==> src/axil_pkg.sv <==
package axil_pkg;

	localparam int axil_addr_bits = 4;
	localparam int axil_data_bits = 32;

	localparam logic [1:0] resp_okay = 2'b00;
	localparam logic [1:0] resp_slverr = 2'b10;

	// ~~~~~~~~~~~~~~~~~~~~~~~~~~~~~~
	// register map
	// ~~~~~~~~~~~~~~~~~~~~~~~~~~~~~~
	localparam logic [axil_addr_bits-1:0] reg_cmd = 4'h0;    // addr in 7..0, read in 8.
	localparam logic [axil_addr_bits-1:0] reg_wdata = 4'h4;  // data word in 23..0.
	localparam logic [axil_addr_bits-1:0] reg_status = 4'h8; // busy in 0, done in 1.
	localparam logic [axil_addr_bits-1:0] reg_rdata = 4'hc;  // addr in 31..24, data below.

	// channel payloads, ready travels back as a plain bit.
	typedef struct packed {
		logic [axil_addr_bits-1:0] addr;
		logic                      valid;
	} axil_aw_t;

	typedef struct packed {
		logic [axil_data_bits-1:0] data;
		logic                      valid;
	} axil_w_t;

	typedef struct packed {
		logic [1:0] resp;
		logic       valid;
	} axil_b_t;

	typedef struct packed {
		logic [axil_addr_bits-1:0] addr;
		logic                      valid;
	} axil_ar_t;

	typedef struct packed {
		logic [axil_data_bits-1:0] data;
		logic [1:0]                resp;
		logic                      valid;
	} axil_r_t;

endpackage

==> src/ad7794_pkg.sv <==
package ad7794_pkg;

	// ~~~~~~~~~~~~~~~~~~~~~~~~~~~~~~
	// serial frame of the converter
	// ~~~~~~~~~~~~~~~~~~~~~~~~~~~~~~
	localparam int spi_addr_bits = 8;     // communications byte.
	localparam int spi_data_bits = 24;    // data field.
	localparam int spi_frame_bits = spi_addr_bits + spi_data_bits;
	// one half period of setup, 32 sck periods, one half period of hold.
	localparam int spi_half_periods = 2 * spi_frame_bits + 2;
	localparam int spi_rd_bit = 6;        // r/w bit inside the communications byte.

	// command from the register block to the master.
	typedef struct packed {
		logic [spi_addr_bits-1:0] addr;
		logic                     rd;
		logic [spi_data_bits-1:0] data;
	} spi_cmd_t;

	// result of a finished frame.
	typedef struct packed {
		logic [spi_addr_bits-1:0] addr;   // address of the frame.
		logic [spi_data_bits-1:0] data;
	} spi_rsp_t;

	// ~~~~~~~~~~~~~~~~~~~~~~~~~~~~~~
	// pin routing modes
	// ~~~~~~~~~~~~~~~~~~~~~~~~~~~~~~
	typedef string spi_mode_t;

	localparam spi_mode_t mode_standalone = "standalone";   // internal master only.
	localparam spi_mode_t mode_chain = "chain";             // shared with outside master.
	localparam spi_mode_t mode_passthrough = "passthrough"; // outside master only.

endpackage
==> src/ad7794_top.sv <==
`timescale 1ns/1ns
module ad7794_top #(
	parameter int                    TSCKHALF = 4,
	parameter ad7794_pkg::spi_mode_t SPIMODE = ad7794_pkg::mode_chain
) (
	input  logic               clkin,
	input  logic               arst_n,
	input  axil_pkg::axil_aw_t aw,
	output logic               awready,
	input  axil_pkg::axil_w_t  w,
	output logic               wready,
	output axil_pkg::axil_b_t  b,
	input  logic               bready,
	input  axil_pkg::axil_ar_t ar,
	output logic               arready,
	output axil_pkg::axil_r_t  r,
	input  logic               rready,
	output logic               sdio_as_sdo,
	output logic               adc_clk,
	output logic               cs,
	output logic               sclk,
	output logic               din,
	input  logic               dout_rdy,
	input  logic               adcclk,
	input  logic               sclk_in,
	input  logic               mosi_in,
	input  logic               ss_in,
	output logic               miso_out,
	input  logic               spi_ssb_in,
	output logic               spi_ssb_out
);
	import ad7794_pkg::*;

	// command path between the register block and the converter port.
	logic     start, busy, ready;
	spi_cmd_t cmd;
	spi_rsp_t rsp;

	ad7794_regs regs (
		.clkin(clkin), .arst_n(arst_n),
		.aw(aw), .awready(awready), .w(w), .wready(wready), .b(b), .bready(bready),
		.ar(ar), .arready(arready), .r(r), .rready(rready),
		.start(start), .cmd(cmd), .busy(busy), .ready(ready), .rsp(rsp)
	);

	ad7794 #(.TSCKHALF(TSCKHALF), .SPIMODE(SPIMODE)) adc (
		.clkin(clkin), .arst_n(arst_n), .start(start), .cmd(cmd),
		.busy(busy), .ready(ready), .rsp(rsp), .sdio_as_sdo(sdio_as_sdo),
		.adc_clk(adc_clk), .cs(cs), .sclk(sclk), .din(din), .dout_rdy(dout_rdy),
		.adcclk(adcclk), .sclk_in(sclk_in), .mosi_in(mosi_in), .ss_in(ss_in),
		.miso_out(miso_out), .spi_ssb_in(spi_ssb_in), .spi_ssb_out(spi_ssb_out)
	);

endmodule

==> src/ad7794_regs.sv <==
`timescale 1ns/1ns
module ad7794_regs (
	input  logic                 clkin,
	input  logic                 arst_n,
	input  axil_pkg::axil_aw_t   aw,
	output logic                 awready,
	input  axil_pkg::axil_w_t    w,
	output logic                 wready,
	output axil_pkg::axil_b_t    b,
	input  logic                 bready,
	input  axil_pkg::axil_ar_t   ar,
	output logic                 arready,
	output axil_pkg::axil_r_t    r,
	input  logic                 rready,
	output logic                 start,
	output ad7794_pkg::spi_cmd_t cmd,
	input  logic                 busy,
	input  logic                 ready,
	input  ad7794_pkg::spi_rsp_t rsp
);
	import axil_pkg::*;
	import ad7794_pkg::*;

	logic                      wr_hs, rd_hs;
	logic                      busy_any;     // frame requested or running.
	logic                      b_valid, r_valid;
	logic [1:0]                b_resp, r_resp;
	logic [axil_data_bits-1:0] r_data, rd_word;
	logic                      rd_err;
	logic [spi_data_bits-1:0]  wdata;
	logic                      done;
	spi_rsp_t                  result;

	assign wr_hs = awready & aw.valid & w.valid;  // wready moves with awready.
	assign rd_hs = arready & ar.valid;
	assign busy_any = busy | start;
	assign b = '{resp: b_resp, valid: b_valid};
	assign r = '{data: r_data, resp: r_resp, valid: r_valid};

	// ~~~~~~~~~~~~~~~~~~~~~~~~~~~~~~
	// write channel
	// ~~~~~~~~~~~~~~~~~~~~~~~~~~~~~~
	always_ff @(posedge clkin or negedge arst_n) begin
		if (!arst_n) begin
			awready <= 1'b0;
			wready <= 1'b0;
			b_valid <= 1'b0;
			start <= 1'b0;
		end else begin
			start <= 1'b0;
			awready <= aw.valid & w.valid & ~b_valid & ~awready;
			wready <= aw.valid & w.valid & ~b_valid & ~awready;
			if (wr_hs) begin
				b_valid <= 1'b1;
				if (aw.addr == reg_cmd && !busy_any)
					start <= 1'b1;
			end else if (bready) begin
				b_valid <= 1'b0;
			end
		end
	end

	always_ff @(posedge clkin) begin
		if (wr_hs) begin
			b_resp <= resp_okay;
			case (aw.addr)
				reg_cmd: begin
					if (busy_any) begin
						b_resp <= resp_slverr;   // one frame at a time.
					end else begin
						cmd.addr <= w.data[spi_addr_bits-1:0];
						cmd.rd <= w.data[spi_addr_bits];
						cmd.data <= wdata;
					end
				end
				reg_wdata: wdata <= w.data[spi_data_bits-1:0];
				reg_status, reg_rdata: ;     // read only, write ignored.
				default: b_resp <= resp_slverr;
			endcase
		end
		if (ready)
			result <= rsp;
	end

	// ~~~~~~~~~~~~~~~~~~~~~~~~~~~~~~
	// read channel
	// ~~~~~~~~~~~~~~~~~~~~~~~~~~~~~~
	always_comb begin
		rd_word = '0;
		rd_err = 1'b0;
		case (ar.addr)
			reg_cmd: rd_word = '0;           // write-only.
			reg_wdata: rd_word = {{(axil_data_bits - spi_data_bits){1'b0}}, wdata};
			reg_status: rd_word = {30'd0, done, busy_any};
			reg_rdata: rd_word = {result.addr, result.data};
			default: rd_err = 1'b1;
		endcase
	end

	always_ff @(posedge clkin or negedge arst_n) begin
		if (!arst_n) begin
			arready <= 1'b0;
			r_valid <= 1'b0;
			done <= 1'b0;
		end else begin
			arready <= ar.valid & ~r_valid & ~arready;
			if (rd_hs)
				r_valid <= 1'b1;
			else if (rready)
				r_valid <= 1'b0;
			if (ready)
				done <= 1'b1;                // sticky until the result is read.
			else if (rd_hs && ar.addr == reg_rdata)
				done <= 1'b0;
		end
	end

	always_ff @(posedge clkin) begin
		if (rd_hs) begin
			r_data <= rd_word;
			r_resp <= rd_err ? resp_slverr : resp_okay;
		end
	end

endmodule

==> src/ad7794.sv <==
`timescale 1ns/1ns
module ad7794 #(
	parameter int                    TSCKHALF = 4,
	parameter ad7794_pkg::spi_mode_t SPIMODE = ad7794_pkg::mode_chain
) (
	input  logic                 clkin,
	input  logic                 arst_n,
	input  logic                 start,
	input  ad7794_pkg::spi_cmd_t cmd,
	output logic                 busy,
	output logic                 ready,
	output ad7794_pkg::spi_rsp_t rsp,
	output logic                 sdio_as_sdo,
	output logic                 adc_clk,
	output logic                 cs,
	output logic                 sclk,
	output logic                 din,
	input  logic                 dout_rdy,
	input  logic                 adcclk,
	input  logic                 sclk_in,
	input  logic                 mosi_in,
	input  logic                 ss_in,
	output logic                 miso_out,
	input  logic                 spi_ssb_in,
	output logic                 spi_ssb_out
);
	import ad7794_pkg::*;

	logic cs_m, sck_m, sdi_m;   // internal master pins.

	spi_master #(.TSCKHALF(TSCKHALF)) ad7794_spi (
		.clkin(clkin), .arst_n(arst_n), .start(start), .cmd(cmd),
		.busy(busy), .ready(ready), .rsp(rsp),
		.cs(cs_m), .sck(sck_m), .sdi(sdi_m), .sdo(dout_rdy),
		.sdio_as_sdo(sdio_as_sdo)
	);

	generate
		if (SPIMODE == mode_passthrough) begin : g_passthrough
			assign sclk = sclk_in;
			assign din = mosi_in;
			assign cs = ss_in;
		end else if (SPIMODE == mode_chain) begin : g_chain
			// outside master gets sclk and din while its select is low.
			assign sclk = spi_ssb_in ? sck_m : sclk_in;
			assign din = spi_ssb_in ? sdi_m : mosi_in;
			assign cs = cs_m;
		end else begin : g_standalone
			assign sclk = sck_m;
			assign din = sdi_m;
			assign cs = cs_m;
		end
	endgenerate

	assign adc_clk = adcclk;               // master clock straight through.
	assign miso_out = dout_rdy;            // outside master always sees the converter.
	assign spi_ssb_out = spi_ssb_in & cs;

endmodule

==> src/spi_master.sv <==
`timescale 1ns/1ns
module spi_master #(
	parameter int TSCKHALF = 4
) (
	input  logic                 clkin,
	input  logic                 arst_n,
	input  logic                 start,
	input  ad7794_pkg::spi_cmd_t cmd,
	output logic                 busy,
	output logic                 ready,
	output ad7794_pkg::spi_rsp_t rsp,
	output logic                 cs,
	output logic                 sck,
	output logic                 sdi,
	input  logic                 sdo,
	output logic                 sdio_as_sdo
);
	import ad7794_pkg::*;

	localparam int cnt_w = $clog2(TSCKHALF + 1);
	localparam int last_half = spi_half_periods - 1;

	logic [cnt_w-1:0]          cnt;        // clkin cycles inside a half period.
	logic [6:0]                half;       // half period index of the frame.
	logic [6:0]                half_nxt;
	logic                      half_end;
	logic                      edge_next;  // an sck edge starts the next half period.
	spi_cmd_t                  cmd_q;
	logic [spi_frame_bits-1:0] sreg;
	logic [spi_data_bits-1:0]  rx;
	logic [spi_addr_bits-1:0]  addr_byte;

	assign half_end = (cnt == cnt_w'(TSCKHALF - 1));
	assign half_nxt = half + 7'd1;
	assign edge_next = busy & half_end & (half_nxt < 7'(last_half));
	assign sdi = sreg[spi_frame_bits-1];
	// converter drives the shared line once the address byte is out.
	assign sdio_as_sdo = busy & cmd_q.rd & (half > 7'(2 * spi_addr_bits));

	// the converter wants the read flag in bit 6 of the communications byte.
	always_comb begin
		addr_byte = cmd.addr;
		addr_byte[spi_rd_bit] = cmd.rd;
	end

	// ~~~~~~~~~~~~~~~~~~~~~~~~~~~~~~
	// frame sequencing
	// ~~~~~~~~~~~~~~~~~~~~~~~~~~~~~~
	always_ff @(posedge clkin or negedge arst_n) begin
		if (!arst_n) begin
			busy <= 1'b0;
			ready <= 1'b0;
			cs <= 1'b1;
			sck <= 1'b1;             // sck idles high.
			cnt <= '0;
			half <= '0;
		end else begin
			ready <= 1'b0;
			if (!busy) begin
				if (start) begin
					busy <= 1'b1;
					cs <= 1'b0;      // half 0 is the cs setup time.
					cnt <= '0;
					half <= '0;
				end
			end else if (!half_end) begin
				cnt <= cnt + 1'b1;
			end else begin
				cnt <= '0;
				if (half == 7'(last_half)) begin
					busy <= 1'b0;    // hold time done, release the converter.
					cs <= 1'b1;
					ready <= 1'b1;
				end else begin
					half <= half_nxt;
					if (half_nxt < 7'(last_half))
						sck <= ~half_nxt[0];  // odd halves low, even halves high.
				end
			end
		end
	end

	// ~~~~~~~~~~~~~~~~~~~~~~~~~~~~~~
	// shift path
	// ~~~~~~~~~~~~~~~~~~~~~~~~~~~~~~
	always_ff @(posedge clkin) begin
		if (!busy && start) begin
			cmd_q <= cmd;
			sreg <= {addr_byte, cmd.rd ? {spi_data_bits{1'b0}} : cmd.data};
			rx <= '0;
		end else if (edge_next) begin
			// first bit is already on sdi since cs fell.
			if (half_nxt[0] && half_nxt > 7'd1)
				sreg <= {sreg[spi_frame_bits-2:0], 1'b0};
			if (!half_nxt[0] && cmd_q.rd)
				rx <= {rx[spi_data_bits-2:0], sdo};   // sample on rising sck.
		end
		if (busy && half_end && half == 7'(last_half)) begin
			rsp.addr <= cmd_q.addr;
			rsp.data <= cmd_q.rd ? rx : cmd_q.data;  // a write echoes its data.
		end
	end

endmodule

==> config.mk <==
export PLATFORM = sky130hd
export DESIGN_NAME = ad7794_top
export DESIGN_NICKNAME = d
export VERILOG_FILES = /design/src/axil_pkg.sv /design/src/ad7794_pkg.sv /design/src/ad7794_top.sv /design/src/ad7794_regs.sv /design/src/ad7794.sv /design/src/spi_master.sv
export SDC_FILE = /design/constraint.sdc
export NUM_CORES = 1
export LEC_CHECK = 0
export ABC_AREA = 1
export BUFFER_PORTS_ARGS = -buffer_cell sky130_fd_sc_hd__buf_4
export CAP_MARGIN = 40
export CORE_MARGIN = 3
export CORE_UTILIZATION = 60
export CTS_CLUSTER_SIZE = 12
export DETAILED_ROUTE_END_ITERATION = 8
export PLACE_DENSITY = 0.81
export SYNTH_ARGS = -nofsm -noshare
export SYNTH_HDL_FRONTEND = slang
export SYNTH_SLANG_ARGS = --single-unit
==> constraint.sdc <==
create_clock -name clkin -period 9.55 [get_ports clkin]
set_input_delay 0.4775 -clock clkin [delete_from_list [all_inputs] [get_ports clkin]]
set_output_delay 0.4775 -clock clkin [all_outputs]
set_load 0.05 [all_outputs]
# == Word-level counts from Yosys, hierarchy flattened ==
# Cells that the tools add are included.
# word_totals
register_bits,266
latchBits,0
mem_bits_rw,0
romBits,0
in_bits,53
output_inout_bits,48
wordCells,129
mem_count,0
# classes
addsub,2
multipliers,0
div,0
order_cmp,3
n_eq_ne,11
shifts,0
n_mux,37
n_bitwise,21
reduce_logical,27
# ops
cell,n
two-way mux 32 bit,3
case mux 32 bit (3 select lines),1
two-way mux 24 bit,2
two-way mux 7 bit,4
two-way mux 1 bit,21
"equality test 4 bit, second input constant",4
bitwise AND 1 bit,13
nonzero test 2 bit,6
two-way mux 3 bit,3
AND reduction 3 bit,3
"equality test 4 x 3 -> 1 bit, second input constant",2
logical NOT 4 bit,2
"adder 7 x 1 -> 7 bit, second input constant",1
"equality test 7 bit, second input constant",1
"> comparator 7 x 1 -> 1 bit, second input constant",1
"> comparator 7 x 5 -> 1 bit, second input constant",1
logical AND 1 bit,7
"< comparator 7 bit, second input constant",1
NOT 1 bit,7
AND reduction 2 bit,3
two-way mux 2 bit,2
"!= test 2 x 1 -> 1 bit, second input constant",2
case mux 2 bit (2 select lines),1
AND reduction 4 bit,1
7 further kinds,9

# == Logic depth before layout (Yosys ltp) ==
# Gate-level depths: netlist of run 1.
# depth
depth_word,6
depth_mapped,12
depth_no_buf,11

# == Modules after synthesis ==
# A second synthesis of run 1 with hierarchy kept.
# unflattened
hier_cells,777
area_unflattened_um2,10082.2
# by_module_without_submodules
mod,n_inst,cells_per_inst,area_per_inst_um2,seq_area_each_um2
spi_master,1,496,5545.3,3746.1
ad7794_regs,1,270,4488.1,3843.7
ad7794,1,11,48.8,0.0

# == Worst setup path after synthesis of run 1 ==
# OpenSTA, ideal clock, no wires.
# synth_path
kind,register -> register
start,reg regs.awready
end,"reg regs.wdata[0], enable pin"
setup_ns,0.467
arrival_ns,3.260
required_ns,9.083
setup_slack_ns,5.823
stages_incl_launch_ff,3
path_buffers,0
period_less_slack_ns,3.727
path_cell_list,dfrtp_1 nand3_1 nor4_1
# synth_via
elab_chain_cells,3
# synth_lines
element,line_no,rtl
"start, declared",ad7794_regs.sv:6,"output logic awready,"
"start signal, assigned",ad7794_regs.sv:51,awready <= aw.valid & w.valid & ~b_valid & ~awready;
bitwise AND 1 bit (2 in a row),ad7794_regs.sv:34,assign wr_hs = awready & aw.valid & w.valid;
AND reduction 2 bit (no line),n/a,
"end signal, assigned",ad7794_regs.sv:76,reg_wdata: wdata <= w.data[spi_data_bits-1:0];
"end, declared",ad7794_regs.sv:30,logic [spi_data_bits-1:0] wdata;
# Every way passes these cells.
# A chain may end at the register's enable or synchronous reset.

# == Worst setup path after layout of run 1 ==
# layout_path
start,reg adc.ad7794_spi.half[0]
end,"reg adc.ad7794_spi.sreg[24], enable pin"
# layout_via
elab_chain_cells,5
word_cells_on_any_way,8
classes_between,1 x add/sub; 2 x order compare; 1 x bitwise; 4 x reduce/logical
# layout_lines
element,line_no,rtl
"start, declared",spi_master.sv:24,logic [6:0] half;
"start signal, assigned",spi_master.sv:75,half <= half_nxt;
adder 7 x 1 -> 7 bit (*),spi_master.sv:34,assign half_nxt = half + 7'd1;
< comparator 7 bit / > comparator 7 x 1 -> 1 bit (equally long branches),"spi_master.sv:35, spi_master.sv:93",
bitwise AND 1 bit / logical AND 1 bit (equally long branches),"spi_master.sv:35, spi_master.sv:93",
nonzero test 2 bit (no line),n/a,
AND reduction 2 bit (no line) (*),n/a,
"end signal, assigned",spi_master.sv:89,"sreg <= {addr_byte, cmd.rd ? {spi_data_bits{1'b0}} : cmd.data};"
"end signal, assigned",spi_master.sv:94,"sreg <= {sreg[spi_frame_bits-2:0], 1'b0};"
"end, declared",spi_master.sv:29,logic [spi_frame_bits-1:0] sreg;
# Every way passes the cells marked *; elsewhere a longest branch is shown, timed or not.

==> run summary, run 1 <==
Slew HR: 55.21%
Peak VDD IR: 131.5 uV
CTS Buf Count: 27
WL/cell: 18.61 um
Asr flop ratio synth: 7.576%
Register bit total from synthesis: 264
Final Hold Viols: 0
DR vias: 6145
EDFF count, synth: 220
Post-synth top area share: 66.57%
Core area: 16060 um2
Routed Antenna Nets: 0
RSZ-0062 raised after global routing: no
Register area: 7590 um2
Nets@finish: 911
Drt initial violations: 604
Area Overhead vs Synth: 16.93%
Mean Syn Cell Area: 13.14 um2
Synth unique cells: 36
First-pass GRT wire length: 31750 um
DRC Markers: 0
Synth top area cells: edfxtp_1, dfxtp_1, nand2_1
Ant diodes: 0
Fmax: 369.0 MHz
Clock root buffer: clkbuf_16
Synthesized instance count: 755
CP arrival: 2.86 ns
Vias in the first global route: 6205
I/O Buffers: 87
Fin. max-slew vios: 0
Fillers: 966
Critical path peak fanout: 32
Multi-input combinational cell area: 1760 um2
Main flop type after synthesis: edfxtp_1
Synth warn: 0
Die width: 134.6 um
Clock sinks: 264
Pwr dens: 208.7 nW/um2
Leading area contributor after synthesis: edfxtp_1
Final WS setup: 6.840 ns
Worst EP required: 9.70 ns
Status: complete, no violations
Initial antenna violation count: 0
Post-CTS Resized: 0
Gr ovfl total: 0
Post-synth top cells: edfxtp_1, nand2_1, inv_1
Setup CP Type: reg -> reg
All-Layer GR Usage: 22.34%
Mapped cell area: 9923 um2
Slew @ Worst Pin: 0.6718 ns
Die H: 134.6 um
CTS tree: done
Initial core utilization: 61.80%
Clk slew on worst S/H paths: 0.06 ns
Min-Delay Path Class: in -> reg
Via density: 5.653
Tmin final: 2.710 ns
H-Tree Depth: 1
Max-cap violations: 0
Hpwl dp: 11220 um
Pre-antenna DRT Iters: 6
Fin crit share: 28.37%
Total Wirelength: 20220 um
Seq/Total Area, Yosys: 76.48%
Largest net degree at the start of global routing: 61
Rows: 46
Critical Path Sink Type: flip-flop
Setup crit start kind: flip-flop
I/O pins: 101
Die area: 18120 um2
Final setup viols: 0
Most numerous cell in the Yosys netlist: edfxtp_1
Setup WS pre-CTS: 6.830 ns
Hold WS: 0.1329 ns
Layout Skew: 0.01105 ns
Leakage power: 4.798 nW
Routability cong.: 0.7768
Max clock buf depth: 3
Setup_tns: 0 ns
Share of cells above drive strength 1: 17.11%
Skew-Pair Late Insertion Delay: 0.52 ns
area by class of cell:
cell class / count / area share (%)
Clock buffer: 43 / 6.427
Clock inverter: 4 / 0.1833
Inverter: 112 / 3.623
Multi-Input combinational cell: 345 / 15.17
Sequential cell: 264 / 65.41
Tap cell: 216 / 2.329
Timing Repair Buffer: 103 / 6.858
registers in the layout, indices dropped and copies added (netlist names), 7 cells and up:
signal	count
adc.ad7794_spi.cmd_q	33
adc.ad7794_spi.half	7
adc.ad7794_spi.rsp	32
adc.ad7794_spi.rx	24
adc.ad7794_spi.sreg	32
regs.cmd	33
regs.r_data	32
regs.result	32
regs.wdata	24
worst paths after layout:
kind	startpoint	endpoint	slack, ns	cells past startpoint
max	adc.ad7794_spi.half[0]	adc.ad7794_spi.sreg[24]	6.84	8
min	w[16]	regs.wdata[15]	0.13	1
max reg2reg	adc.ad7794_spi.half[0]	adc.ad7794_spi.sreg[24]	6.84	8
min reg2reg	adc.ad7794_spi.rsp[6]	regs.result[6]	0.42	0
max in group asynchronous	arst_n	adc.ad7794_spi.cs	8.90	2
min in group asynchronous	arst_n	adc.ad7794_spi.half[0]	0.37	2
critical path: stages (launching register included):
cell,delay (ns)
dfrtp_1,0.48
inv_1,0.19
ha_1,0.37
nor3_2,0.23
nand3_2,0.12
nand2_4,0.30
nand4_1,0.14
nand2_1,0.08
buf_4,0.43
layer usage:
metal	vias to the layer above	global-route usage, %	share of wire (%)
met5	-	0	0
li1	2795	-	-
met1	2950	30.06	39
met2	328	36.23	49
met3	72	4.061	7.7
met4	0	9.898	4.2
power breakdown:
part	leakage (nW)	internal [mW]	total, mW	switching, mW
registers	2.45	1.28	1.29	0.0180
logic	1.98	0.0658	0.195	0.129
clock network	0.367	0.531	0.932	0.401
stage by stage:
stage,util [%],total power [mW],cells,cell area [um2]
final,72.26,2.421,1087,11600
after global placement,67.25,1.492,1038,10800
after floorplan,-,1.444,756,9927
after detailed placement,67.42,1.508,1039,10830
after global routing,72.26,2.498,1087,11600
after CTS,72.26,2.430,1087,11600
cells in the final DEF (no fill, tap or decap), types with 2 or more instances in the layout:
cell,count
dfxtp_1,24
buf_4,101
dfstp_2,2
nor2_1,45
mux2_2,2
dfrtp_1,18
nor3_1,2
nand3_1,31
nand4_1,29
edfxtp_1,220
ha_1,5
nor2_2,4
o22ai_1,3
a21oi_1,2
clkbuf_16,27
nand2_1,126
a22o_1,23
conb_1,2
o21bai_1,2
nor3_2,2
o21ai_0,56
clkbuf_1,15
clkinv_2,2
inv_1,110
clkinv_1,2
o221ai_1,2
logic make-up after synthesis:
| group | share of synthesized area (%) |
|---|---|
| AND/OR/NAND/NOR | 10.88 |
| adder cells (fa/ha/maj) | 0.6304 |
| multiplexers | 0.2269 |
| buffers and inverters | 6.002 |
| AO/OA/AOI/OAI | 5.737 |
| other | 0.03779 |
| flip-flops | 76.48 |
repair_timing:
| action | 4_1_cts | 5_1_grt |
|---|---|---|
| setup buffers | 0 | 0 |
| hold buffers | 1 | 0 |
| endpoints found under the hold margin | 18 | 0 |
No activity file was read; power rests on OpenSTA's default activity.
==> inputs of run 2 (changes only) <==
CORE_UTILIZATION = 58   (was 60)
PLACE_DENSITY = 0.79   (was 0.81)
clock period = 2.65 ns   (was 9.55 ns; I/O delays follow)
==> run 2 against run 1 <==
Against the previous run:
- count of clock-buffer cells in the layout up 3
- clock power grew to 3.6 times the previous value
- critical endpoint is now adc.ad7794_spi.sreg[9]
- flip-flop and latch count unchanged
- power increased to 3.6 times the previous value
- largest power group unchanged
- worst hold slack got worse by 0.11 ns
- clock skew is 0.00096 ns higher
- routed wire length grew 4.4%
- maximum frequency up 17%
- combinational power grew to 3.8 times the previous value
- largest cell class unchanged
- first-iteration DRC count grew 7.9%
- via count is 3.5% higher
- setup slack got worse by 6.5 ns
==> run summary, run 2 (same netlist as run 1, synthesis figures left out) <==
Die width: 136.8 um
CTS tree: done
Area Overhead vs Synth: 20.80%
Post-CTS Resized: 0
Sw Ratio: 22.78%
Final setup viols: 0
Tmin final: 2.320 ns
CP max stage delay: 0.46 ns
Fin crit share: 87.56%
Pwr dens: 733.5 nW/um2
Fin. max-slew vios: 0
Commonest non-fill, non-tap cell in the layout: edfxtp_1
I/O Buffers: 87
All-Layer GR Usage: 23.03%
Die H: 136.8 um
Slew @ Worst Pin: 0.6642 ns
Internal: 6.790 mW
Clk slew on worst S/H paths: 0.06 ns
Nets@finish: 946
Status: complete, no violations
Total Wirelength: 21120 um
Biggest regs: adc.ad7794_spi.cmd_q x33, regs.cmd x33
Max clock buf depth: 3
CTS Buf Count: 27
Launching point of the worst reg2reg path: adc.ad7794_spi.half[0]
Slew HR: 55.56%
First-pass GRT wire length: 33130 um
Layout Skew: 0.01202 ns
Worst EP required: 2.85 ns
Initial core utilization: 59.63%
Vias in the first global route: 6361
Die area: 18710 um2
R2R Path End: adc.ad7794_spi.sreg[9]
Leakage power: 4.958 nW
Core area: 16640 um2
Largest net degree at the start of global routing: 49
Skew-Pair Late Insertion Delay: 0.52 ns
Critical Path Sink Type: flip-flop
Routed Antenna Nets: 0
DR vias: 6358
Sequential power share: 53.1%
Setup CP Type: reg -> reg
Peak VDD IR: 514.2 uV
H-Tree Depth: 1
Setup crit start kind: flip-flop
Clock root buffer: clkbuf_16
P_sw: 2.003 mW
Pwr Total: 8.793 mW
RSZ-0062 raised after global routing: no
Setup WS pre-CTS: 0.3821 ns
Initial antenna violation count: 0
Via density: 5.637
Drt initial violations: 652
Path depth of the worst reg2reg path: 8
Fmax: 431.0 MHz
DRC Markers: 0
Final WS setup: 0.3297 ns
WL/cell: 18.73 um
Rows: 47
Min-Delay Path Class: in -> async
Clock sinks: 264
CP arrival: 2.52 ns
I/O pins: 101
Hpwl dp: 11940 um
Final Hold Viols: 0
Pre-antenna DRT Iters: 5
Ant diodes: 0
Reg2reg setup slack: 0.33 ns
Gr ovfl total: 0
Combinational share of power: 8.4%
Most frequent cells in the layout: edfxtp_1, nand2_1, inv_1, buf_4, o21ai_0
Share of cells above drive strength 1: 16.63%
Clock power frac: 38.5%
Routability cong.: 0.8480
Critical path peak fanout: 32
Slowest-stage cell, CP: dfrtp_1
Max-cap violations: 0
CP Cell Sequence: inv_1 -> ha_1 -> nor3_2 -> nand3_2 -> nand2_4 -> nand4_1 -> nand2_2 -> buf_12
## run 2: cell count changes in the layout (fill, tap and decap cells not counted), moves of 2 or more
cell,previous run,this run
dlygate4sd3_1,1,34
clkinv_4,0,2
clkbuf_1,15,18
buf_12,0,2
clkinv_2,2,0
## run 2: timing repair
item / 4_1_cts / 5_1_grt
setup endpoints to repair: 0 / 0
hold buffers: 34 / 0
endpoints found under the hold margin: 60 / 0
setup buffers: 0 / 0
## run 2: metrics by stage
| stage | TNS [ns] | utilization [%] | area [um2] | hold WS, ns | cells |
|---|---|---|---|---|---|
| floorplan | -5.308 | - | 9943 | -0.1631 | 756 |
| CTS | 0 | 72.03 | 11990 | 0.02227 | 1128 |
| global route | 0 | 72.03 | 11990 | 0.04461 | 1128 |
| finish | 0 | 72.03 | 11990 | 0.02550 | 1128 |
| detailed placement | 0 | 65.31 | 10870 | 0.02344 | 1045 |
| global placement | 0 | 65.31 | 10870 | 0.02535 | 1045 |
## run 2: power by group through the flow
stage	Sequential, mW	Clock, mW	Combinational, mW
2_1_floorplan	4.82	0	0.379
3_3_place_gp	4.74	0	0.643
3_5_place_dp	4.75	0	0.680
4_1_cts	4.67	3.42	0.733
5_1_grt	4.68	3.62	0.815
6_report	4.67	3.39	0.738
## run 2: worst max-delay path by stage
stage,from,end,slack [ns],depth (start not counted)
2_1_floorplan,regs.awready,regs.wdata[0],-0.11,2
3_3_place_gp,adc.ad7794_spi.half[0],adc.ad7794_spi.sreg[23],0.51,8
3_5_place_dp,adc.ad7794_spi.half[0],adc.ad7794_spi.sreg[23],0.38,8
4_1_cts,adc.ad7794_spi.half[0],adc.ad7794_spi.sreg[14],0.37,8
5_1_grt,adc.ad7794_spi.half[0],adc.ad7794_spi.sreg[29],0.19,8
6_report,adc.ad7794_spi.half[0],adc.ad7794_spi.sreg[9],0.33,8
## run 2: layout make-up
class / instances / area, um2
Clock inverter: 3 / 21.27
Tap cell: 220 / 275.3
Inverter: 112 / 420.4
Multi-Input combinational cell: 345 / 1778
Sequential cell: 264 / 7590
Clock buffer: 46 / 757.0
Timing Repair Buffer: 138 / 1146
Fill cell: 1076 / 4654
## run 2: critical path: cells and delay by family, from the launching register on
kind,cells,cell delay [ns]
simple gates,5,0.75
flops,1,0.46
buf+inv,2,0.43
fa+ha+maj,1,0.36
## run 2: per-layer routing
layer	track usage, %	share of wire [%]	vias up
met5	0	0	-
met4	8.703	3.5	0
met3	3.676	8.3	70
met2	39.46	51	322
met1	29.95	38	3098
li1	-	-	2868
